## config.mk

```make
export PLATFORM = sky130hd
export DESIGN_NAME = ahb_os_addr_phase
export DESIGN_NICKNAME = d
export VERILOG_FILES = /design/src/ahb_os_pkg.sv /design/src/ahb_os_addr_phase.sv
export SDC_FILE = /design/constraint.sdc
export NUM_CORES = 1
export LEC_CHECK = 0
export ABC_AREA = 1
export BUFFER_PORTS_ARGS = -buffer_cell sky130_fd_sc_hd__buf_2
export CORE_AREA = 2 2 94 96
export DETAILED_ROUTE_END_ITERATION = 10
export DIE_AREA = 0 0 96 98
export GPL_ROUTABILITY_DRIVEN = 0
export GPL_TIMING_DRIVEN = 0
export MAX_ROUTING_LAYER = met4
export PLACE_DENSITY = 0.62
export REMOVE_ABC_BUFFERS = 1
export SYNTH_ARGS = -nofsm -noshare
export SYNTH_HDL_FRONTEND = slang
export SYNTH_SLANG_ARGS = --single-unit
```

## constraint.sdc

```tcl
create_clock -name vclk -period 2.78
set_clock_uncertainty 0.1 [all_clocks]
set_input_delay 0.556 -clock vclk [all_inputs]
set_output_delay 0.556 -clock vclk [all_outputs]
set_load 0.1 [all_outputs]
```

## src/ahb_os_pkg.sv

```systemverilog
// AHB output stage bus widths, transfer encodings and per-port payload types
package ahb_os_pkg;

  // ----------------------------------------
  // Bus widths
  // ----------------------------------------
  localparam int ADDR_W = 32;                     // HADDR width
  localparam int DATA_W = 32;                     // HWDATA width

  // ----------------------------------------
  // HTRANS and HBURST encodings
  // ----------------------------------------
  localparam logic [1:0] HTRANS_IDLE   = 2'b00;   // No transfer
  localparam logic [1:0] HTRANS_BUSY   = 2'b01;   // Burst pause
  localparam logic [1:0] HTRANS_NONSEQ = 2'b10;   // First beat
  localparam logic [1:0] HTRANS_SEQ    = 2'b11;   // Burst continuation

  localparam logic [2:0] HBURST_SINGLE = 3'b000;  // Single transfer

  // ----------------------------------------
  // Port payloads
  // ----------------------------------------
  // Address phase of one input port, also the shape of the slave side
  typedef struct packed {
    logic              sel;       // HSEL from the input stage
    logic [ADDR_W-1:0] addr;      // HADDR
    logic [1:0]        trans;     // HTRANS
    logic              write;     // HWRITE
    logic [2:0]        size;      // HSIZE
    logic [2:0]        burst;     // HBURST
    logic [3:0]        prot;      // HPROT
    logic              mastlock;  // HMASTLOCK
  } ahb_addr_t;

  // Write data of one input port
  typedef logic [DATA_W-1:0] ahb_wdata_t;

endpackage

```

## src/ahb_os_addr_phase.sv

```systemverilog
// Address and control mux of the granted port with per-port active decode
`timescale 1ns/1ps

module ahb_os_addr_phase #(
  parameter  int NUM_PORTS = 4,                              // Input ports
  localparam int IDX_W     = (NUM_PORTS > 1) ? $clog2(NUM_PORTS) : 1
) (
  input  ahb_os_pkg::ahb_addr_t [NUM_PORTS-1:0] i_port_addr,  // All ports
  input  logic [IDX_W-1:0]                      i_grant_idx,  // Owner
  input  logic                                  i_no_port,    // No owner
  output ahb_os_pkg::ahb_addr_t                 o_sel_addr,   // To slave
  output logic [NUM_PORTS-1:0]                  o_active      // Owner flag
);

  // ----------------------------------------
  // Address phase mux
  // ----------------------------------------
  always_comb
  begin
    o_sel_addr       = '0;                          // Slave deselected
    o_sel_addr.trans = ahb_os_pkg::HTRANS_IDLE;     // Idle when unowned
    o_sel_addr.burst = ahb_os_pkg::HBURST_SINGLE;
    o_active         = '0;

    if (!i_no_port)
    begin
      o_sel_addr            = i_port_addr[i_grant_idx];  // Whole struct
      o_active[i_grant_idx] = 1'b1;                      // Owner decode
    end
  end

  // ----------------------------------------
  // Checks
  // ----------------------------------------
  // At most one port is told it owns the slave, and only with an owner
  always_comb
  begin
    a_active_onehot : assert ($onehot0(o_active) && ((o_active == '0) == i_no_port))
      else $error("active vector not one-hot or out of step with no_port");
  end

endmodule

```

==> Word-level counts from Yosys, hierarchy flattened <==
Cells that the tools add are included.
{ "totals": {"register_bits": 0, "inputBits": 191, "output_inout_bits": 51, "elab_cells": 9} }
{ "classes": {"magnitude_cmp": 2, "muxes": 6, "reduce_logical": 1} }
{ "ops": {"columns": ["op", "n"], "rows": [
  ["binary-select mux 47 bit (select 2 bit)", 1],
  ["2-to-1 mux 47 bit", 2],
  ["2-to-1 mux 4 bit", 1],
  ["less-than comparator 2 x 3 -> 1 bit, second input constant", 1],
  ["demux 1 bit (select 2 bit)", 1],
  ["greater-or-equal comparator 2 x 1 -> 1 bit, second input constant", 1],
  ["logical AND 1 bit", 1],
  ["2-to-1 mux 1 bit", 1]
]} }

==> Logic depth before layout (Yosys ltp) <==
Gate-level depths: netlist of the first run.
{ "logic_depth": {"word_depth": 5, "mapped_depth": 8, "depth_no_buf": 5} }

==> Worst setup path after synthesis of the first run <==
OpenSTA, ideal clock, no wires.
{ "synth_path": {"kind": "input to output", "startpoint": "input i_grant_idx[0]", "endpoint": "output o_active[0]", "t_arrival_ns": 3.094, "required_ns": 2.124, "path_slack_ns": -0.970, "path_stages": 4, "n_path_buf": 3, "path_cell_list": "buf_4 > buf_4 > buf_4 > nor3_1"} }
{ "synth_via": {"elab_chain_len": 5, "elab_cells_between_ends": 6, "cone_classes": "order compare: 2; mux: 3; reduce/logical: 1"} }
{ "synth_rtl": {"columns": ["item", "line_no", "source"], "rows": [
  ["start, declared", "ahb_os_addr_phase.sv:9", "input logic [IDX_W-1:0] i_grant_idx,"],
  ["less-than comparator 2 x 3 -> 1 bit (not written as such) or greater-or-equal comparator 2 x 1 -> 1 bit (tied branches)", "ahb_os_addr_phase.sv:28", "o_active[i_grant_idx] = 1'b1;"],
  ["logical AND 1 bit (not written as such)", "ahb_os_addr_phase.sv:28", null],
  ["2-to-1 mux 1 bit (not written as such)", "ahb_os_addr_phase.sv:28", null],
  ["demux 1 bit (select 2 bit) *", "ahb_os_addr_phase.sv:28", null],
  ["2-to-1 mux 4 bit *", "ahb_os_addr_phase.sv:25", "if (!i_no_port)"],
  ["end, declared", "ahb_os_addr_phase.sv:12", "output logic [NUM_PORTS-1:0] o_active"]
]} }
Mark *: on every way between the ends. The rest lies on a longest branch, timed or not.

==> flow_metrics.py, run 1 <==
metrics = {
    "placement": {
        "dp_cells": 733,
        "io_buffers": 242,
        "hpwl_um": 5980,
    },
    "synth": {
        "synthesis.instances": 426,
        "synth_top_area_share_pct": 37.1,
        "synth_area_leaders": "nand3_1, nand2_1, nor2_1",
        "seq_area_frac_synth_pct": 0,
        "synthXorXnorAreaFrac_pct": 0,
        "avgSynthCellArea_um2": 4.47,
        "synthSimpleGateAreaFrac_pct": 85.0,
        "synth-compound-area-share_pct": 0,
        "synth.distinct_cells": 10,
        "synthAdderAreaFrac_pct": 0,
        "synth_warnings": 0,
        "synth_common_cells": "nand2_1, nand3_1, nor2_1, buf_2, buf_4",
        "yosysTopAreaCell": "nand3_1",
        "netlist_area_um2": 1900,
        "synth_mux_area_share_pct": 0,
        "synth_top_family_by_area": "simple AND/OR/NAND/NOR gates",
    },
    "power_and_ir_drop": {
        "seq_power_share_pct": 0,
        "p_per_area_nw_per_um2": 271,
        "combinationalPowerShare_pct": 100.0,
        "leakagePower_nw": 2.03,
        "p_switching_mw": 0.630,
        "p_clk_share_pct": 0,
        "vdd_drop_max_v": 0.000153,
        "switching_share_pct": 74.2,
        "cell_internal_pwr_mw": 0.219,
        "power_mw": 0.848,
    },
    "final_layout": {
        "fin_cells": 744,
        "area_delta_synth_final_pct": 64.2,
        "antennaDiodeCount": 0,
        "seqCellArea_um2": 0,
        "seq_cells": 0,
        "n_clock_buffer": 0,
        "post-route-util_pct": 36.9,
        "final_nets": 829,
        "drive_above_1_share_pct": 40.3,
        "fillers": 974,
    },
    "die": {
        "start_util_pct": 22.5,
        "die_h_um": 98,
        "rows": 34,
        "fp.coreArea_um2": 8470,
        "fp.dieW_um": 96,
        "die_area_um2": 9410,
        "io_pins": 242,
    },
    "run": {
        "max_cap_violations": 0,
    },
    "global_route": {
        "grt_pass1_vias": 3079,
        "grt-ovfl-total": 0,
        "grt_usage_pct": 18.0,
        "antenna_found_initial": 0,
        "grt_max_degree": 102,
        "grt_pass1_wl_um": 13700,
    },
    "detailed_routing": {
        "drc": 0,
        "first_pass_iters": 4,
        "dr_total_vias": 3535,
        "post_drt_wl_per_cell_um": 12.4,
        "ant_nets": 0,
        "drt_iter0_drc": 150,
        "vias_per_cell": 4.75,
        "wl_um": 9230,
    },
    "timing": {
        "tightest_slew_ns": 0.989,
        "slew_headroom_pct": 34.1,
        "timing.fmax_mhz": 375,
        "fin_setup_tns_ns": 0,
        "min_period_over_period_pct": 95.9,
        "drv_slew": 0,
        "setup_viol": 0,
        "min_period_ns": 2.67,
        "hold_viol": 0,
        "rsz0062_at_grt": "false",
    },
    "hold_path": {
        "hp-start": "i_port_addr[17]",
        "worstHoldEndpoint": "o_sel_addr[17]",
        "hold_class": "in2out",
        "hold_depth": 6,
    },
    "critical_path": {
        "cp_max_fo": 101,
        "start_kind": "input pin",
        "worstSetupPathType": "in2out",
        "endpoint_kind": "primary output",
        "crit_arrival_ns": 2.01,
        "required_ns": 2.12,
    },
    "clocking": {
        "cts_hold_buf": 0,
    },
    "status": {
        "outcome": "completed",
    },
}
worst max path at each step:
stage | slack, ns | start | endpoint | depth (start not counted)
after detailed placement | -0.69 | i_grant_idx[0] | o_sel_addr[43] | 7
after global routing | 0.004 | i_grant_idx[0] | o_sel_addr[31] | 7
after floorplan | -0.77 | i_grant_idx[0] | o_active[3] | 2
final | 0.11 | i_grant_idx[0] | o_sel_addr[8] | 7
after CTS | 0.03 | i_grant_idx[1] | o_sel_addr[29] | 7
after global placement | -1.34 | i_grant_idx[0] | o_sel_addr[29] | 7
area by class of cell:
class	instances	area [um2]	share of cell area, %
tap	108	135	4.32
multi-input combinational	384	1650	52.9
timing repair buffer	250	1320	42.3
inverter	2	17.5	0.560
power groups by stage:
stage | Clock, mW | Combinational [mW] | Sequential [mW]
6_report | 0 | 0.848 | 0
2_1_floorplan | 0 | 0.554 | 0
3_3_place_gp | 0 | 0.810 | 0
3_5_place_dp | 0 | 0.817 | 0
5_1_grt | 0 | 0.906 | 0
4_1_cts | 0 | 0.841 | 0
logic make-up (layout without fill, tap and decap cells):
logic type / count (synthesis) / in the layout
simple gates: 381 / 384
buf+inv: 45 / 252
critical path: stages:
cell and delay, ns:
buf_12 0.22, nor2_4 0.46, nand2_1 0.09, nand2_1 0.08, nor2_1 0.04, nor2_1 0.07, buf_2 0.45
per-layer routing:
layer,global-route usage (%),wire [um],vias to the layer above
met4,2.53,97,0
met3,1.08,893,12
met2,33.0,4580,206
met1,21.6,3660,1513
met5,-,0,-
li1,-,-,1804
placed cells by master, fill, tap and decap left out:
cell type  Yosys  layout
nor2_1        94      94
buf_4         14       7
inv_6          0       2
nand3_1      141     141
nand2_1      141     141
buf_2         15     237
nor2_4         1       4
clkbuf_4       0       3
buf_12         0       3
nor3_1         4       4
per-stage QoR:
step           hold WS, ns  area (um2)  worst slack [ns]
6_report              1.60        3130             0.114
5_1_grt               1.63        3130           0.00402
4_1_cts               1.60        3070            0.0330
3_5_place_dp          1.60        2980            -0.687
3_3_place_gp          1.59        2970             -1.34
2_1_floorplan         1.35        1630            -0.768
timing repair:
| item | CTS | global route |
|---|---|---|
| gates cloned | 3 | 0 |
| endpoints found under the setup margin | 50 | 49 |
| buffers inserted | 4 | 4 |
| pin swaps | 2 | 1 |
| resized for setup | 12 | 4 |
No activity file was read; power rests on OpenSTA's default activity.
==> run 2: changes to the inputs <==
- BUFFER_PORTS_ARGS: -buffer_cell sky130_fd_sc_hd__buf_2 -> default
- DONT_BUFFER_PORTS: default -> 1
- PLACE_DENSITY: 0.62 -> 0.37
- clock period: 2.78 -> 2.91 ns (I/O delays scaled with it)
==> flow_metrics.py, run 2 (synthesis gave the netlist of run 1 again) <==
metrics = {
    "final_layout": {
        "layout_common_cells": "nand3_1, nand2_1, nor2_4",
        "n_clock_buffer": 0,
        "area_delta_synth_final_pct": 16.0,
        "post-route-util_pct": 26.1,
        "drive_above_1_share_pct": 15.2,
        "seq_cells": 0,
        "seqCellArea_um2": 0,
        "fillers": 967,
        "fin_cells": 496,
        "final_nets": 581,
        "antennaDiodeCount": 0,
    },
    "die": {
        "fp.dieW_um": 96,
        "rows": 34,
        "io_pins": 242,
        "start_util_pct": 22.5,
        "fp.coreArea_um2": 8470,
        "die_h_um": 98,
        "die_area_um2": 9410,
    },
    "status": {
        "outcome": "completed",
    },
    "detailed_routing": {
        "dr_total_vias": 2718,
        "wl_met2_um": 4180,
        "wl_um": 7870,
        "routed.top_layer": "met4",
        "dr_wl_met3_um": 589,
        "vias_per_cell": 5.48,
        "ant_nets": 0,
        "post_drt_wl_per_cell_um": 15.9,
        "first_pass_iters": 4,
        "drc": 0,
        "routedLengthMet1_um": 3020,
        "drt_iter0_drc": 109,
    },
    "global_route": {
        "grt-ovfl-total": 0,
        "grt_max_degree": 100,
        "grt_usage_pct": 14.9,
        "grt_pass1_vias": 2425,
        "antenna_found_initial": 0,
        "grt_pass1_wl_um": 11300,
    },
    "timing": {
        "setup_viol": 0,
        "hold_viol": 0,
        "rsz0062_at_grt": "false",
        "slew_headroom_pct": 50.1,
        "timing.fmax_mhz": 362,
        "min_period_over_period_pct": 95.0,
        "min_period_ns": 2.77,
        "drv_slew": 0,
        "tightest_slew_ns": 0.749,
    },
    "critical_path": {
        "worstSetupPathType": "in2out",
        "critPathSlowestCell": "clkinv_2",
        "required_ns": 2.23,
        "endpoint_kind": "primary output",
        "cp_max_fo": 99,
        "crit_chain": "clkinv_2, nand3_1, nand2_1, nor2_1, nor2_4",
        "critical_path.max_stage_delay_ns": 0.50,
        "crit_arrival_ns": 2.08,
        "start_kind": "input pin",
    },
    "power_and_ir_drop": {
        "vdd_drop_max_v": 0.0000980,
        "p_per_area_nw_per_um2": 291,
        "leakagePower_nw": 1.02,
    },
    "hold_path": {
        "hold_class": "in2out",
    },
    "placement": {
        "hpwl_um": 4850,
        "dp_cells": 495,
        "io_buffers": 0,
    },
    "run": {
        "max_cap_violations": 0,
    },
    "clocking": {
        "cts_hold_buf": 0,
    },
}
run 2: path summary, 6_finish.rpt:
path | cells past startpoint | from | slack (ns) | to
setup / recovery | 5 | i_grant_idx[1] | 0.14 | o_sel_addr[11]
hold / removal | 1 | i_no_port | 1.18 | o_sel_addr[0]
run 2: routing by layer:
| layer | vias up | track usage (%) |
|---|---|---|
| met5 | - | - |
| met2 | 173 | 28.8 |
| met1 | 1227 | 16.5 |
| met3 | 8 | 0.694 |
| li1 | 1310 | - |
| met4 | 0 | 2.53 |
run 2: critical path: cells and delay by family:
kind	cells	cell delay [ns]
buf+inv	1	0.50
simple gates	4	0.95
run 2: report_power, final:
part / switching [mW] / total, mW / internal, mW
registers: 0 / 0 / 0
clock network: 0 / 0 / 0
logic: 0.534 / 0.642 / 0.108
total: 0.534 / 0.642 / 0.108
run 2: final cells by class:
cell class | count | area, um2 | area share [%]
Inverter | 2 | 10.0 | 0.453
Timing Repair Buffer | 4 | 60.1 | 2.72
Multi-Input combinational cell | 382 | 2000 | 90.7
Tap cell | 108 | 135 | 6.12
run 2: through the flow:
step / total power [mW] / setup slack (ns) / hold slack [ns] / instance area [um2] / TNS [ns]
after CTS: 0.642 / 0.0231 / 1.17 / 2210 / 0
after detailed placement: 0.594 / -0.362 / 1.25 / 1960 / -12.52
after global placement: 0.561 / -0.928 / 1.41 / 1760 / -37.30
after global routing: 0.677 / 0.115 / 1.18 / 2210 / 0
final: 0.642 / 0.144 / 1.18 / 2210 / 0
after floorplan: 0.529 / -0.690 / 1.40 / 1630 / -18.97
run 2: timing repair:
| item | CTS | global route |
|---|---|---|
| gates cloned | 1 | 0 |
| gates resized for setup | 48 | 2 |
| pin swaps | 1 | 0 |
| endpoints found under the setup margin | 47 | 17 |
| setup buffers | 0 | 0 |
==> run 3: changes to the inputs <==
--- a/config.mk
+++ b/config.mk
@@ -14,5 +14,5 @@
 export GPL_TIMING_DRIVEN = 0
 export MAX_ROUTING_LAYER = met4
-export PLACE_DENSITY = 0.37
+export PLACE_DENSITY = 0.38
 export REMOVE_ABC_BUFFERS = 1
 export SYNTH_ARGS = -nofsm -noshare
==> constraint.sdc (replaced) <==
create_clock -name vclk -period 2.5
set_clock_uncertainty 0.1 [all_clocks]
set_input_delay 0.625 -clock vclk [all_inputs]
set_output_delay 0.625 -clock vclk [all_outputs]
set_load 0.1 [all_outputs]
==> flow_metrics.py, run 3 (synthesis gave the netlist of run 1 again) <==
metrics = {
    "status": {
        "outcome": "completed",
    },
    "final_layout": {
        "n_clock_buffer": 0,
        "fillers": 976,
        "final_nets": 595,
        "seqCellArea_um2": 0,
        "area_delta_synth_final_pct": 24.4,
        "drive_above_1_share_pct": 18.2,
        "fin_cells": 510,
        "seq_cells": 0,
        "multi_input_area_um2": 2030,
        "antennaDiodeCount": 0,
        "layout_common_cells": "nand3_1, nand2_1, nor2_4",
    },
    "global_route": {
        "grt-ovfl-total": 0,
        "antenna_found_initial": 0,
        "grt_pass1_vias": 2430,
        "grt_pass1_wl_um": 11700,
        "grt_max_degree": 102,
        "grt_usage_pct": 15.6,
    },
    "detailed_routing": {
        "ant_nets": 0,
        "dr_total_vias": 2820,
        "post_drt_wl_per_cell_um": 16.5,
        "wl_um": 8430,
        "vias_per_cell": 5.53,
        "drt_iter0_drc": 129,
        "first_pass_iters": 4,
        "drc": 0,
    },
    "critical_path": {
        "endpoint_kind": "primary output",
        "cp_top_family": "simple AND/OR/NAND/NOR gates",
        "startpoint": "i_grant_idx[1]",
        "crit_chain": "nor2_4, buf_4, nand2_1, nand2_1, nor2_1, nor2_4",
        "crit_arrival_ns": 1.68,
        "critPathSlowestCell": "nor2_4",
        "required_ns": 1.77,
        "critical_path.max_stage_delay_ns": 0.48,
        "cp_max_fo": 101,
        "worst-path-buf-inv": 1,
        "start_kind": "input pin",
        "worstSetupPathType": "in2out",
    },
    "power_and_ir_drop": {
        "vdd_drop_max_v": 0.000119,
        "p_per_area_nw_per_um2": 328,
        "leakagePower_nw": 1.10,
    },
    "placement": {
        "dp_cells": 495,
        "hpwl_um": 4790,
        "io_buffers": 0,
    },
    "die": {
        "fp.dieW_um": 96,
        "io_pins": 242,
        "fp.coreArea_um2": 8470,
        "die_area_um2": 9410,
        "die_h_um": 98,
        "rows": 34,
        "start_util_pct": 22.5,
    },
    "timing": {
        "slew_headroom_pct": 57.6,
        "rsz0062_at_grt": "false",
        "drv_slew": 0,
        "min_period_over_period_pct": 96.0,
        "timing.fmax_mhz": 417,
        "setup_viol": 0,
        "hold_slack_ns": 1.25,
        "tightest_slew_ns": 0.635,
        "hold_viol": 0,
        "min_period_ns": 2.40,
    },
    "hold_path": {
        "hold_class": "in2out",
        "hp-start": "i_no_port",
    },
    "run": {
        "max_cap_violations": 0,
    },
    "clocking": {
        "cts_hold_buf": 0,
    },
}
-- run 3: path summary, 6_finish.rpt --
check                             to  slack [ns]  cells after the start
worst min-delay path  o_sel_addr[34]        1.25                      1
worst max-delay path  o_sel_addr[42]         0.1                      6
-- run 3: through the flow --
stage / utilization [%] / setup slack [ns] / power [mW] / area (um2) / setup TNS, ns
global route: 28.0 / 0.0416 / 0.816 / 2370 / 0
floorplan: - / -1.19 / 0.616 / 1630 / -44.27
finish: 28.0 / 0.100 / 0.776 / 2370 / 0
detailed placement: 23.1 / -0.863 / 0.692 / 1960 / -36.57
CTS: 26.8 / -0.00241 / 0.760 / 2270 / -0.00241
global placement: 20.8 / -1.41 / 0.653 / 1760 / -62.67
-- run 3: cell type report --
| class | instances | share of cell area [%] |
|---|---|---|
| Inverter | 2 | 1.37 |
| Timing Repair Buffer | 16 | 7.40 |
| Tap cell | 108 | 5.71 |
| Multi-Input combinational cell | 384 | 85.5 |
-- run 3: power by group --
part / total (mW) / switching [mW] / internal, mW
registers: 0 / 0 / 0
logic: 0.776 / 0.631 / 0.145
clock network: 0 / 0 / 0
total: 0.776 / 0.631 / 0.145
-- run 3: repair_timing --
| action | in CTS | in global routing |
|---|---|---|
| resized for setup | 55 | 3 |
| endpoints found under the setup margin | 47 | 38 |
| pin swaps | 5 | 7 |
| buffers inserted | 2 | 10 |
| cloned | 3 | 0 |
-- run 3: per-layer routing --
metal,GRT usage (%),wire length (um)
met4,0.989,55
met5,-,0
met2,30.8,4550
met1,17.3,3240
met3,1.16,593
