**config.mk**
```make
export PLATFORM = sky130hd
export DESIGN_NAME = ahb_os_data_phase
export DESIGN_NICKNAME = d
export VERILOG_FILES = /design/src/ahb_os_pkg.sv /design/src/ahb_os_data_phase.sv
export SDC_FILE = /design/constraint.sdc
export NUM_CORES = 1
export LEC_CHECK = 0
export ABC_AREA = 1
export BUFFER_PORTS_ARGS = -buffer_cell sky130_fd_sc_hd__buf_2
export CORE_MARGIN = 10
export CORE_UTILIZATION = 37
export CTS_BUF_LIST = sky130_fd_sc_hd__clkbuf_4
export DETAILED_ROUTE_END_ITERATION = 8
export GPL_ROUTABILITY_DRIVEN = 0
export PLACE_DENSITY = 0.84
export SKIP_LAST_GASP = 1
export SLEW_MARGIN = 20
export SYNTH_ARGS = -nofsm -noshare
export SYNTH_HDL_FRONTEND = slang
export SYNTH_SLANG_ARGS = --single-unit
export TNS_END_PERCENT = 50
```
**constraint.sdc**
```tcl
create_clock -name HCLK -period 1.13 [get_ports HCLK]
set_input_delay 0 -clock HCLK [delete_from_list [all_inputs] [get_ports HCLK]]
set_output_delay 0 -clock HCLK [all_outputs]
set_load 0.01 [all_outputs]
```
**src/ahb_os_pkg.sv**
```systemverilog
// AHB output stage bus widths, transfer encodings and per-port payload types
package ahb_os_pkg;

  // ----------------------------------------
  // Bus widths
  // ----------------------------------------
  localparam int ADDR_W = 32;                     // HADDR width
  localparam int DATA_W = 32;                     // HWDATA width

  // ----------------------------------------
  // HTRANS and HBURST encodings
  // ----------------------------------------
  localparam logic [1:0] HTRANS_IDLE   = 2'b00;   // No transfer
  localparam logic [1:0] HTRANS_BUSY   = 2'b01;   // Burst pause
  localparam logic [1:0] HTRANS_NONSEQ = 2'b10;   // First beat
  localparam logic [1:0] HTRANS_SEQ    = 2'b11;   // Burst continuation

  localparam logic [2:0] HBURST_SINGLE = 3'b000;  // Single transfer

  // ----------------------------------------
  // Port payloads
  // ----------------------------------------
  // Address phase of one input port, also the shape of the slave side
  typedef struct packed {
    logic              sel;       // HSEL from the input stage
    logic [ADDR_W-1:0] addr;      // HADDR
    logic [1:0]        trans;     // HTRANS
    logic              write;     // HWRITE
    logic [2:0]        size;      // HSIZE
    logic [2:0]        burst;     // HBURST
    logic [3:0]        prot;      // HPROT
    logic              mastlock;  // HMASTLOCK
  } ahb_addr_t;

  // Write data of one input port
  typedef logic [DATA_W-1:0] ahb_wdata_t;

endpackage

```
**src/ahb_os_data_phase.sv**
```systemverilog
// Data-phase port index register and write-data mux for the shared slave
`timescale 1ns/1ps

module ahb_os_data_phase #(
  parameter  int NUM_PORTS = 4,                              // Input ports
  localparam int IDX_W     = (NUM_PORTS > 1) ? $clog2(NUM_PORTS) : 1
) (
  input  logic                                   HCLK,          // AHB clock
  input  logic                                   HRESETn,       // Sync reset
  input  ahb_os_pkg::ahb_wdata_t [NUM_PORTS-1:0] i_port_wdata,  // All ports
  input  logic [IDX_W-1:0]                       i_grant_idx,   // Addr owner
  input  logic                                   i_hready,      // HREADYMUXM
  output ahb_os_pkg::ahb_wdata_t                 o_hwdata       // HWDATAM
);

  // ----------------------------------------
  // Data phase index
  // ----------------------------------------
  logic [IDX_W-1:0] data_idx_q;               // Port owning the data phase

  // Address owner moves into the data phase on each completed transfer
  always_ff @(posedge HCLK)
  begin
    if (!HRESETn)
    begin
      data_idx_q <= '0;
    end
    else if (i_hready)
    begin
      data_idx_q <= i_grant_idx;
    end
  end

  // ----------------------------------------
  // Write data mux
  // ----------------------------------------
  assign o_hwdata = i_port_wdata[data_idx_q]; // One transfer behind address

  // ----------------------------------------
  // Checks
  // ----------------------------------------
  // Write data source is frozen for the length of a wait state
  a_data_idx_hold : assert property (
    @(posedge HCLK) disable iff (!HRESETn)
    !i_hready |=> $stable(data_idx_q)
  );

endmodule

```
# Word-level counts from Yosys, hierarchy flattened
# Index checks and enable logic that the tools add are counted.
[word_totals]
out_inout_bits = 32
regBits = 2
inputBits = 133
[classes]
n_lt_le_gt_ge = 1
mux = 2
[op_table]
columns = ["op", "n"]
rows = [
  ["$bmux W32 S2", 1],
  ["$mux W32", 1],
  ["$lt A2 B3 Y1 const B", 1],
]

# Logic depth before layout (Yosys ltp)
# Gate-level depths: netlist (run 1).
[logic_depth]
depth_word = 2
ltp_mapped = 5

# Least setup slack after synthesis (run 1)
# No wires, ideal clock.
[synth_timing]
path_type = "register to register"
from = "reg, netlist name data_idx_q[0]"
to = "reg data_idx_q[0]"
required_ns = 1.017
path_stages_with_launch = 5
t_arrival_ns = 0.745
setup_slack_ns = 0.272
cell_sequence = "dfxtp_1 buf_4 buf_6 o21ai_1 nor2_1"
[synth_lines]
columns = ["item", "line", "text"]
rows = [
  ["to (signal assigned)", "ahb_os_data_phase.sv:30", "data_idx_q <= i_grant_idx;"],
  ["to (decl)", "ahb_os_data_phase.sv:19", "logic [IDX_W-1:0] data_idx_q;"],
]

# Final worst setup path (run 1)
[layout_timing]
from = "reg data_idx_q[0]"
to = "out o_hwdata[25]"
[layout_via]
elab_chain_len = 2
[layout_rtl]
columns = ["item", "line", "text"]
rows = [
  ["$bmux W32 S2", "ahb_os_data_phase.sv:37", "assign o_hwdata = i_port_wdata[data_idx_q];"],
  ["$mux W32 (not written as such)", "ahb_os_data_phase.sv:37", ""],
  ["to (decl)", "ahb_os_data_phase.sv:13", "output ahb_os_pkg::ahb_wdata_t o_hwdata"],
]
# Every way passes these cells. The select of a mux whose other input is x is not followed.

==> run_summary.xml, run 1 <==
<?xml version="1.0" encoding="UTF-8"?>
<metrics>
  <group name="outcome">
    <metric name="run_status" unit="">finished, violations left</metric>
    <metric name="violations_in_the_final_reports" unit="">setup timing</metric>
  </group>
  <group name="job">
    <metric name="maxCapViolations" unit="">0</metric>
  </group>
  <group name="floorplan">
    <metric name="io-pin-count" unit="">165</metric>
    <metric name="floorplan.initialDensity" unit="">0.392</metric>
    <metric name="rows" unit="">23</metric>
    <metric name="floorplan.die_area" unit="sq um">7400</metric>
    <metric name="die_w" unit="microns">86.0</metric>
    <metric name="die_ht" unit="microns">86.0</metric>
    <metric name="design.core.area" unit="sq um">4120</metric>
  </group>
  <group name="clock_network">
    <metric name="number_of_buffers_added_by_the_clock_tree_synthesis_step" unit="">3</metric>
    <metric name="cts_hold_fix_bufs" unit="">0</metric>
    <metric name="cts_sinks" unit="">2</metric>
    <metric name="clock_path_buffers" unit="">2</metric>
    <metric name="path_clk_slew" unit="ns">0.03</metric>
    <metric name="cts_root_cell" unit="">sky130_fd_sc_hd__clkbuf_4</metric>
    <metric name="tritoncts" unit="">built</metric>
    <metric name="cts_htree_levels" unit="">1</metric>
    <metric name="clk_latency" unit="ns">0.23</metric>
  </group>
  <group name="finish">
    <metric name="layout-area-overhead-vs-synth" unit="%">62.6</metric>
    <metric name="finish.net_count" unit="">676</metric>
    <metric name="final_common_cell" unit="">sky130_fd_sc_hd__buf_2</metric>
    <metric name="instances_no_fill" unit="">591</metric>
    <metric name="largest_reg_flops" unit="">2</metric>
    <metric name="biggestRegsByFlops" unit="">data_idx_q (2)</metric>
    <metric name="final_instance_area" unit="sq um">2620</metric>
    <metric name="layout.cells.most_common_list" unit="">161 x sky130_fd_sc_hd__buf_2, 160 x sky130_fd_sc_hd__nand2_1, 129 x sky130_fd_sc_hd__inv_1</metric>
    <metric name="register_with_the_most_flip_flops" unit="">data_idx_q</metric>
    <metric name="drive_gt1_frac" unit="">0.336</metric>
    <metric name="antenna_cells_inserted" unit="">0</metric>
  </group>
  <group name="pwr">
    <metric name="powerDensity" unit="nW/um^2">513</metric>
    <metric name="p_leak" unit="nW">2.03</metric>
    <metric name="max-vdd-ir-drop" unit="V">0.000431</metric>
    <metric name="power" unit="mW">1.34</metric>
  </group>
  <group name="route">
    <metric name="viasPerCell" unit="">4.30</metric>
    <metric name="drc_violation_count_after_routing" unit="">0</metric>
    <metric name="detailed_route_wire_length_per_cell" unit="microns">11.7</metric>
    <metric name="drt_pass1_iterations" unit="">6</metric>
    <metric name="overall_via_count_from_detail_route" unit="">2541</metric>
    <metric name="initial_drt_markers" unit="">100</metric>
    <metric name="drt.antenna.violating_nets" unit="">0</metric>
    <metric name="postRouteWirelength" unit="microns">6920</metric>
  </group>
  <group name="global_routing">
    <metric name="largest_net_degree_at_the_start_of_global_routing" unit="">34</metric>
    <metric name="globalRoute.totalOverflow" unit="">0</metric>
    <metric name="globalRouteTotalUtil" unit="">0.169</metric>
    <metric name="number_of_global_route_vias_before_repair" unit="">2429</metric>
    <metric name="grt_pass1_wl" unit="microns">10700</metric>
    <metric name="number_of_antenna_violations_at_the_first_check_in_global_routing" unit="">0</metric>
  </group>
  <group name="placed_design">
    <metric name="buffers_on_ports" unit="">164</metric>
    <metric name="place_inst" unit="">585</metric>
    <metric name="dp.final_hpwl" unit="microns">5550</metric>
    <metric name="post_dp_cell_area" unit="sq um">2480</metric>
  </group>
  <group name="sta">
    <metric name="final_min_period_over_clock_period" unit="">1.05</metric>
    <metric name="worst_clock_skew" unit="ns">0</metric>
    <metric name="holdWs" unit="ns">0.0163</metric>
    <metric name="rsz0062_at_grt" unit="">true</metric>
    <metric name="layout_min_cycle_time" unit="ns">1.18</metric>
    <metric name="maxSlewHeadroom" unit="">0.894</metric>
    <metric name="fin_setup_tns" unit="ns">-1.09</metric>
    <metric name="finalHoldViolCount" unit="">0</metric>
    <metric name="slew_violations" unit="">0</metric>
    <metric name="report.final.setup_viol" unit="">32</metric>
    <metric name="timing.final.ws_setup" unit="ns">-0.0545</metric>
    <metric name="maxClockFrequency" unit="GHz">0.844</metric>
    <metric name="tightestPinTransition" unit="ns">0.159</metric>
  </group>
  <group name="worst_setup_path">
    <metric name="worst_ep_arrival_time" unit="ns">1.18</metric>
    <metric name="critPathKind" unit="">reg -&gt; out</metric>
    <metric name="worstRegToRegCells" unit="">3</metric>
    <metric name="crit_path_frequent_cell" unit="">sky130_fd_sc_hd__nand2_1</metric>
    <metric name="worst-endpoint-required" unit="ns">1.13</metric>
    <metric name="critical_path_depth" unit="">5</metric>
    <metric name="path_buf_inv" unit="">2</metric>
    <metric name="critical_path.top_delay_family" unit="">flip-flops</metric>
    <metric name="critical_path.endpoint_type" unit="">output pin</metric>
    <metric name="worst_setup_path_start_kind" unit="">flop</metric>
    <metric name="critical_path_peak_fanout" unit="">33</metric>
    <metric name="critical-path-slowest-cell" unit="">sky130_fd_sc_hd__dfxtp_4</metric>
    <metric name="crit_chain" unit="">buf_12 -&gt; nand2_1 -&gt; nand3_1 -&gt; nand2_1 -&gt; buf_2</metric>
    <metric name="reg2reg_from" unit="">data_idx_q[1]$_SDFFE_PN0P_</metric>
    <metric name="worst_setup_path_startpoint" unit="">data_idx_q[0]$_SDFFE_PN0P_</metric>
    <metric name="timing.critical_path.slowest_cell_delay" unit="ns">0.40</metric>
  </group>
  <group name="logic_synthesis">
    <metric name="synth_largest_area_cell" unit="">sky130_fd_sc_hd__nand2_1</metric>
    <metric name="yosysWarningCount" unit="">0</metric>
    <metric name="post-synth-top-area-fraction" unit="">0.373</metric>
    <metric name="yosysUniqueCellTypes" unit="">11</metric>
    <metric name="synth.area.top_cells" unit="">sky130_fd_sc_hd__nand2_1 37%, sky130_fd_sc_hd__inv_1 30%, sky130_fd_sc_hd__nand3_1 20%</metric>
    <metric name="synth.net_count" unit="">516</metric>
    <metric name="synth.cell_area" unit="sq um">1610</metric>
    <metric name="ys_seq_elements" unit="">2</metric>
    <metric name="yosysSeqAreaShare" unit="">0.0248</metric>
    <metric name="synthCells" unit="">383</metric>
    <metric name="syn_area_per_cell" unit="sq um">4.21</metric>
  </group>
  <group name="min_path">
    <metric name="worstHoldPathCells" unit="">3</metric>
    <metric name="hold_path.startpoint" unit="">i_grant_idx[1]</metric>
    <metric name="worst_hold_path_type" unit="">in -&gt; reg</metric>
  </group>
</metrics>
[power breakdown]
group,leakage [nW],internal [mW],total [mW],switching [mW]
clock network,0.0138,0.118,0.164,0.0466
logic,1.99,0.537,1.09,0.555
registers,0.0175,0.0763,0.0869,0.0106
[logic make-up after synthesis]
group	after synthesis	share of synthesized area
compound gates	2	0.00621
buf+inv	151	0.388
flops	2	0.0248
simple gates	228	0.581
[synthesized netlist by cell type, drive strengths merged]
library cell / number
inv: 131
dfxtp: 2
nand3: 64
nor2: 4
buf: 20
nand2: 160
o21ai: 2
[through the flow]
stage	util	setup slack, ns
after floorplan	-	0.272
after global placement	0.604	0.172
after detailed placement	0.604	0.140
after CTS	0.632	-0.0716
after global routing	0.637	-0.139
final	0.637	-0.0545
[final cells by class]
type                       instances  area, sq um
fill                             413         1500
timing repair buffer             175         1040
multi-input combinational        230          946
inverter                         131          499
tap                               50         62.6
sequential                         2         45.0
clock buffer                       3         22.5
[layer usage]
metal | global-route usage | part of all wire | up-vias | wire length, microns
met5 | 0 | 0 | - | 0
met4 | 0.0329 | 0.0061 | 0 | 42
met3 | 0.0577 | 0.11 | 4 | 743
met2 | 0.312 | 0.51 | 112 | 3490
met1 | 0.181 | 0.38 | 1038 | 2640
li1 | - | - | 1387 | -
[timing repair]
action                                  CTS  global route
setup buffers                             0             0
resized for setup                         7             4
gates cloned                              3             0
endpoints found under the setup margin   32            32
[worst min-delay path, cell delays in order]
cell and delay, ns:
sky130_fd_sc_hd__buf_2 0.08, sky130_fd_sc_hd__nor2_1 0.04, sky130_fd_sc_hd__nor2_1 0.09
[final timing paths]
kind                                                   end  slack, ns
worst max-delay path                          o_hwdata[25]      -0.05
worst min-delay path            data_idx_q[1]$_SDFFE_PN0P_       0.02
worst max register to register  data_idx_q[1]$_SDFFE_PN0P_       0.30
worst min register to register  data_idx_q[1]$_SDFFE_PN0P_       0.75
No activity file was read; power rests on OpenSTA's default activity.
==> inputs of run 2 (changes only) <==
==> constraint.sdc (replaced) <==
create_clock -name HCLK -period 1.13 [get_ports HCLK]
set_input_delay 0.226 -clock HCLK [delete_from_list [all_inputs] [get_ports HCLK]]
set_output_delay 0.226 -clock HCLK [all_outputs]
set_load 0.01 [all_outputs]
==> run 2 against run 1 <==
Compared with the run above:
- the run still ends with setup timing left
- sequential share of layout area about the same
- critical endpoint is now o_hwdata[21]
- total power down 3.3%
- sequential cell count unchanged
- highest routed layer unchanged
- cell count down 0.17%
- routed wire length down 3.6%
- clock skew unchanged
==> run_summary.xml, run 2 (same netlist as run 1, synthesis figures left out) <==
<?xml version="1.0" encoding="UTF-8"?>
<metrics>
  <group name="clock_network">
    <metric name="cts_htree_levels" unit="">1</metric>
    <metric name="tritoncts" unit="">built</metric>
    <metric name="clk_latency" unit="ns">0.23</metric>
    <metric name="cts_sinks" unit="">2</metric>
    <metric name="clock_path_buffers" unit="">2</metric>
    <metric name="cts_hold_fix_bufs" unit="">0</metric>
    <metric name="cts_root_cell" unit="">sky130_fd_sc_hd__clkbuf_4</metric>
    <metric name="number_of_buffers_added_by_the_clock_tree_synthesis_step" unit="">3</metric>
    <metric name="cts_post_setup_buffers_inserted" unit="">0</metric>
    <metric name="path_clk_slew" unit="ns">0.03</metric>
  </group>
  <group name="global_routing">
    <metric name="grt_pass1_wl" unit="microns">10600</metric>
    <metric name="met2_usage" unit="">0.318</metric>
    <metric name="grt_util_met3" unit="">0.0605</metric>
    <metric name="number_of_antenna_violations_at_the_first_check_in_global_routing" unit="">0</metric>
    <metric name="number_of_global_route_vias_before_repair" unit="">2514</metric>
    <metric name="globalRoute.totalOverflow" unit="">0</metric>
    <metric name="grt_use_met1" unit="">0.164</metric>
    <metric name="globalRouteTotalUtil" unit="">0.167</metric>
    <metric name="largest_net_degree_at_the_start_of_global_routing" unit="">34</metric>
    <metric name="global_route_hottest_layer" unit="">met2</metric>
  </group>
  <group name="min_path">
    <metric name="hold_path.startpoint" unit="">i_grant_idx[1]</metric>
    <metric name="hold_path_end" unit="">data_idx_q[1]$_SDFFE_PN0P_</metric>
    <metric name="worst_hold_path_type" unit="">in -&gt; reg</metric>
    <metric name="worstHoldPathCells" unit="">3</metric>
  </group>
  <group name="route">
    <metric name="overall_via_count_from_detail_route" unit="">2561</metric>
    <metric name="detailed_route_wire_length_per_cell" unit="microns">11.3</metric>
    <metric name="drt.antenna.violating_nets" unit="">0</metric>
    <metric name="drt_pass1_iterations" unit="">4</metric>
    <metric name="postRouteWirelength" unit="microns">6670</metric>
    <metric name="initial_drt_markers" unit="">70</metric>
    <metric name="viasPerCell" unit="">4.34</metric>
    <metric name="drc_violation_count_after_routing" unit="">0</metric>
  </group>
  <group name="pwr">
    <metric name="powerDensity" unit="nW/um^2">505</metric>
    <metric name="power" unit="mW">1.30</metric>
    <metric name="p_leak" unit="nW">2.00</metric>
    <metric name="max-vdd-ir-drop" unit="V">0.000417</metric>
  </group>
  <group name="sta">
    <metric name="fin_setup_tns" unit="ns">-7.75</metric>
    <metric name="worst_clock_skew" unit="ns">0</metric>
    <metric name="final_min_period_over_clock_period" unit="">1.23</metric>
    <metric name="report.final.setup_viol" unit="">32</metric>
    <metric name="tightestPinTransition" unit="ns">0.164</metric>
    <metric name="maxClockFrequency" unit="GHz">0.721</metric>
    <metric name="finalHoldViolCount" unit="">0</metric>
    <metric name="holdWs" unit="ns">0.236</metric>
    <metric name="rsz0062_at_grt" unit="">true</metric>
    <metric name="layout_min_cycle_time" unit="ns">1.39</metric>
    <metric name="timing.final.ws_setup" unit="ns">-0.258</metric>
    <metric name="maxSlewHeadroom" unit="">0.891</metric>
    <metric name="slew_violations" unit="">0</metric>
  </group>
  <group name="worst_setup_path">
    <metric name="critical_path_peak_fanout" unit="">33</metric>
    <metric name="worstRegToRegCells" unit="">3</metric>
    <metric name="crit_path_frequent_cell" unit="">sky130_fd_sc_hd__nand2_1</metric>
    <metric name="reg2reg_from" unit="">data_idx_q[1]$_SDFFE_PN0P_</metric>
    <metric name="timing.critical_path.slowest_cell_delay" unit="ns">0.39</metric>
    <metric name="ff2ff_setup_slack" unit="ns">0.30</metric>
    <metric name="crit_chain" unit="">buf_12 -&gt; nand2_1 -&gt; nand3_1 -&gt; nand2_1 -&gt; buf_2</metric>
    <metric name="worst-endpoint-required" unit="ns">0.90</metric>
    <metric name="regToRegEndpoint" unit="">data_idx_q[1]$_SDFFE_PN0P_</metric>
    <metric name="critical_path.endpoint_type" unit="">output pin</metric>
    <metric name="worst_setup_path_start_kind" unit="">flop</metric>
    <metric name="critical-path-slowest-cell" unit="">sky130_fd_sc_hd__dfxtp_4</metric>
    <metric name="worst_ep_arrival_time" unit="ns">1.16</metric>
    <metric name="critPathKind" unit="">reg -&gt; out</metric>
  </group>
  <group name="finish">
    <metric name="final_design_utilization" unit="">0.625</metric>
    <metric name="drive_gt1_frac" unit="">0.335</metric>
    <metric name="final_common_cell" unit="">sky130_fd_sc_hd__buf_2</metric>
    <metric name="instances_no_fill" unit="">590</metric>
    <metric name="register_with_the_most_flip_flops" unit="">data_idx_q</metric>
    <metric name="largest_reg_flops" unit="">2</metric>
    <metric name="antenna_cells_inserted" unit="">0</metric>
    <metric name="biggestRegsByFlops" unit="">data_idx_q (2)</metric>
    <metric name="layout.cells.most_common_list" unit="">163 x sky130_fd_sc_hd__buf_2, 160 x sky130_fd_sc_hd__nand2_1, 129 x sky130_fd_sc_hd__inv_1</metric>
    <metric name="final_instance_area" unit="sq um">2570</metric>
    <metric name="finish.net_count" unit="">675</metric>
    <metric name="layout-area-overhead-vs-synth" unit="%">59.5</metric>
  </group>
  <group name="floorplan">
    <metric name="io-pin-count" unit="">165</metric>
    <metric name="die_w" unit="microns">86.0</metric>
    <metric name="die_ht" unit="microns">86.0</metric>
    <metric name="design.core.area" unit="sq um">4120</metric>
    <metric name="floorplan.die_area" unit="sq um">7400</metric>
    <metric name="rows" unit="">23</metric>
    <metric name="floorplan.initialDensity" unit="">0.392</metric>
  </group>
  <group name="placed_design">
    <metric name="place_inst" unit="">586</metric>
    <metric name="buffers_on_ports" unit="">164</metric>
    <metric name="post_dp_cell_area" unit="sq um">2500</metric>
    <metric name="dp.final_hpwl" unit="microns">5540</metric>
    <metric name="dp_worst_setup_slack" unit="ns">-0.0674</metric>
  </group>
  <group name="outcome">
    <metric name="violations_in_the_final_reports" unit="">setup timing</metric>
    <metric name="run_status" unit="">finished, violations left</metric>
  </group>
  <group name="job">
    <metric name="maxCapViolations" unit="">0</metric>
  </group>
</metrics>
## run 2: changes by cell type in the layout (fill, tap and decap cells not counted)
cell,before,now
sky130_fd_sc_hd__buf_6,3,1
sky130_fd_sc_hd__buf_12,5,6
sky130_fd_sc_hd__inv_6,0,1
sky130_fd_sc_hd__buf_16,3,1
sky130_fd_sc_hd__inv_8,1,0
sky130_fd_sc_hd__buf_2,161,163
## run 2: how the worst max path moves through the flow
stage	from	depth (start not counted)	end
floorplan	data_idx_q[0]$_SDFFE_PN0P_	5	o_hwdata[14]
global placement	data_idx_q[0]$_SDFFE_PN0P_	6	o_hwdata[31]
detailed placement	data_idx_q[0]$_SDFFE_PN0P_	6	o_hwdata[31]
CTS	data_idx_q[0]$_SDFFE_PN0P_	6	o_hwdata[25]
global route	data_idx_q[0]$_SDFFE_PN0P_	6	o_hwdata[14]
finish	data_idx_q[0]$_SDFFE_PN0P_	5	o_hwdata[21]
## run 2: metal layers
| metal | part of all wire | vias up |
|---|---|---|
| li1 | - | 1380 |
| met1 | 0.37 | 1068 |
| met2 | 0.51 | 105 |
| met3 | 0.11 | 8 |
| met4 | 0.012 | 0 |
| met5 | 0 | - |
## run 2: critical path: cells and delay by family (launching register included)
kind | cells | cell delay, ns
simple gates | 3 | 0.21
flops | 1 | 0.39
buf+inv | 2 | 0.32
## run 2: power breakdown
group	switching (mW)	total, mW	internal, mW	leakage [nW]
combinational	0.543	1.05	0.511	1.97
clock	0.0419	0.159	0.117	0.0138
sequential	0.00989	0.0862	0.0763	0.0175
## run 2: what timing repair did
action,4_1_cts,5_1_grt
resized for setup,5,1
hold endpoints to repair,0,0
setup endpoints to repair,32,32
gates cloned,1,0
## run 2: cell type report
| type | instances | area (sq um) |
|---|---|---|
| Fill cell | 410 | 1550 |
| Timing Repair Buffer | 174 | 997 |
| Multi-Input combinational cell | 230 | 946 |
| Inverter | 131 | 497 |
| Tap cell | 50 | 62.6 |
| Sequential cell | 2 | 45.0 |
| Clock buffer | 3 | 22.5 |
==> inputs of run 3 (changes only) <==
==> constraint.sdc (replaced) <==
create_clock -name HCLK -period 1.4 [get_ports HCLK]
set_input_delay 0.21 -clock HCLK [delete_from_list [all_inputs] [get_ports HCLK]]
set_output_delay 0.21 -clock HCLK [all_outputs]
set_load 0.01 [all_outputs]
==> run 3 against run 2 <==
Compared with the run above:
- the run still ends with setup timing left
- count of clock-buffer cells in the layout unchanged
- non-clock buffer count did not move
- hold slack got worse by 0.013 ns
- final area is 1.2% higher
- sequential cell count stayed put
- combinational power shrank 17%
- register-to-register slack better by 0.23 ns
- utilization grew 0.73 points
- worst setup slack better by 0.25 ns
- first-iteration DRC count rose by 76%
- clock power shrank 19%
- largest cell class unchanged
==> run_summary.xml, run 3 (same netlist as run 1, synthesis figures left out) <==
<?xml version="1.0" encoding="UTF-8"?>
<metrics>
  <group name="route">
    <metric name="drt_pass1_iterations" unit="">4</metric>
    <metric name="overall_via_count_from_detail_route" unit="">2593</metric>
    <metric name="drt.antenna.violating_nets" unit="">0</metric>
    <metric name="drc_violation_count_after_routing" unit="">0</metric>
    <metric name="postRouteWirelength" unit="microns">6970</metric>
    <metric name="detailed_route_wire_length_per_cell" unit="microns">11.8</metric>
    <metric name="viasPerCell" unit="">4.39</metric>
    <metric name="initial_drt_markers" unit="">123</metric>
  </group>
  <group name="outcome">
    <metric name="violations_in_the_final_reports" unit="">setup timing</metric>
    <metric name="run_status" unit="">finished, violations left</metric>
  </group>
  <group name="job">
    <metric name="maxCapViolations" unit="">0</metric>
  </group>
  <group name="worst_setup_path">
    <metric name="critical-path-slowest-cell" unit="">sky130_fd_sc_hd__dfxtp_4</metric>
    <metric name="crit_chain" unit="">inv_6 -&gt; clkbuf_16 -&gt; nand2_1 -&gt; nand3_1 -&gt; nand2_1 -&gt; buf_2</metric>
    <metric name="critPathKind" unit="">reg -&gt; out</metric>
    <metric name="critical_path.endpoint_type" unit="">output pin</metric>
    <metric name="worst-endpoint-required" unit="ns">1.19</metric>
    <metric name="crit_path_frequent_cell" unit="">sky130_fd_sc_hd__nand2_1</metric>
    <metric name="worst_setup_path_start_kind" unit="">flop</metric>
    <metric name="critical_path_peak_fanout" unit="">18</metric>
    <metric name="worst_ep_arrival_time" unit="ns">1.19</metric>
    <metric name="timing.critical_path.slowest_cell_delay" unit="ns">0.36</metric>
  </group>
  <group name="finish">
    <metric name="final_common_cell" unit="">sky130_fd_sc_hd__buf_2</metric>
    <metric name="biggestRegsByFlops" unit="">data_idx_q (2)</metric>
    <metric name="antenna_cells_inserted" unit="">0</metric>
    <metric name="layout.cells.most_common_list" unit="">162 x sky130_fd_sc_hd__buf_2, 160 x sky130_fd_sc_hd__nand2_1, 129 x sky130_fd_sc_hd__inv_1</metric>
    <metric name="register_with_the_most_flip_flops" unit="">data_idx_q</metric>
    <metric name="largest_reg_flops" unit="">2</metric>
    <metric name="final_design_utilization" unit="">0.632</metric>
    <metric name="finish.net_count" unit="">675</metric>
    <metric name="layout-area-overhead-vs-synth" unit="%">61.3</metric>
    <metric name="drive_gt1_frac" unit="">0.335</metric>
  </group>
  <group name="floorplan">
    <metric name="die_w" unit="microns">86.0</metric>
    <metric name="rows" unit="">23</metric>
    <metric name="floorplan.initialDensity" unit="">0.392</metric>
    <metric name="floorplan.die_area" unit="sq um">7400</metric>
    <metric name="die_ht" unit="microns">86.0</metric>
    <metric name="design.core.area" unit="sq um">4120</metric>
    <metric name="io-pin-count" unit="">165</metric>
  </group>
  <group name="clock_network">
    <metric name="tritoncts" unit="">built</metric>
    <metric name="clock_path_buffers" unit="">2</metric>
    <metric name="cts_sinks" unit="">2</metric>
    <metric name="cts_htree_levels" unit="">1</metric>
    <metric name="clk_latency" unit="ns">0.23</metric>
    <metric name="path_clk_slew" unit="ns">0.03</metric>
    <metric name="cts_root_cell" unit="">sky130_fd_sc_hd__clkbuf_4</metric>
    <metric name="number_of_buffers_added_by_the_clock_tree_synthesis_step" unit="">3</metric>
    <metric name="cts_hold_fix_bufs" unit="">0</metric>
  </group>
  <group name="sta">
    <metric name="timing.final.ws_setup" unit="ns">-0.00328</metric>
    <metric name="maxClockFrequency" unit="GHz">0.713</metric>
    <metric name="layout_min_cycle_time" unit="ns">1.40</metric>
    <metric name="tightestPinTransition" unit="ns">0.168</metric>
    <metric name="report.final.setup_viol" unit="">2</metric>
    <metric name="rsz0062_at_grt" unit="">true</metric>
    <metric name="maxSlewHeadroom" unit="">0.888</metric>
    <metric name="final_min_period_over_clock_period" unit="">1.00</metric>
    <metric name="finalHoldViolCount" unit="">0</metric>
    <metric name="slew_violations" unit="">0</metric>
    <metric name="worst_clock_skew" unit="ns">0</metric>
  </group>
  <group name="placed_design">
    <metric name="buffers_on_ports" unit="">164</metric>
    <metric name="dp.final_hpwl" unit="microns">5560</metric>
  </group>
  <group name="min_path">
    <metric name="worst_hold_path_type" unit="">in -&gt; reg</metric>
  </group>
  <group name="pwr">
    <metric name="power" unit="mW">1.07</metric>
    <metric name="p_leak" unit="nW">2.02</metric>
    <metric name="powerDensity" unit="nW/um^2">410</metric>
    <metric name="max-vdd-ir-drop" unit="V">0.000320</metric>
  </group>
  <group name="global_routing">
    <metric name="number_of_global_route_vias_before_repair" unit="">2474</metric>
    <metric name="grt_pass1_wl" unit="microns">10900</metric>
    <metric name="number_of_antenna_violations_at_the_first_check_in_global_routing" unit="">0</metric>
    <metric name="globalRouteTotalUtil" unit="">0.169</metric>
    <metric name="globalRoute.totalOverflow" unit="">0</metric>
    <metric name="largest_net_degree_at_the_start_of_global_routing" unit="">38</metric>
  </group>
</metrics>
## run 3: final timing paths
path                                   start  slack [ns]                          to  cells past startpoint
hold / removal                i_grant_idx[1]        0.22  data_idx_q[1]$_SDFFE_PN0P_                      3
hold reg to reg   data_idx_q[0]$_SDFFE_PN0P_        0.76  data_idx_q[0]$_SDFFE_PN0P_                      3
setup / recovery  data_idx_q[0]$_SDFFE_PN0P_      -0.003                o_hwdata[18]                      6
setup reg to reg  data_idx_q[1]$_SDFFE_PN0P_        0.53  data_idx_q[1]$_SDFFE_PN0P_                      3
## run 3: through the flow
stage	hold slack [ns]	instance area, sq um	setup slack (ns)	setup TNS (ns)	instances
final	0.223	2600	-0.00328	-0.00619	590
after global routing	0.252	2600	-0.0835	-1.77	590
after CTS	0.218	2500	-0.0285	-0.329	587
after detailed placement	0.449	2480	0.214	0	584
after global placement	0.450	2480	0.228	0	584
after floorplan	0.345	1610	0.349	0	383
## run 3: power breakdown
part           internal (mW)  switching (mW)  total, mW
Clock                 0.0946          0.0346      0.129
Combinational          0.420           0.449      0.869
Sequential            0.0612         0.00750     0.0687
Total                  0.576           0.491       1.07
## run 3: worst max-delay path: cells and delay by family (launching register included)
kind / cells / cell delay [ns]
buf+inv: 3 / 0.43
flops: 1 / 0.36
simple gates: 3 / 0.16
## run 3: layout make-up
class,instances,area [sq um]
clock buffer,3,22.5
fill,423,1520
inverter,131,497
multi-input combinational,230,951
sequential,2,43.8
tap,50,62.6
timing repair buffer,174,1020
## run 3: per-layer routing
metal / GRT usage / vias up / wire (microns)
met5: 0 / - / 0
met4: 0.0284 / 0 / 68
met1: 0.184 / 1106 / 2710
met3: 0.0634 / 6 / 706
li1: - / 1381 / -
met2: 0.306 / 100 / 3490
## run 3: repair_timing
item,CTS,global route
gates cloned,0,3
setup endpoints to repair,21,32
resized for setup,0,7
buffers inserted,0,0
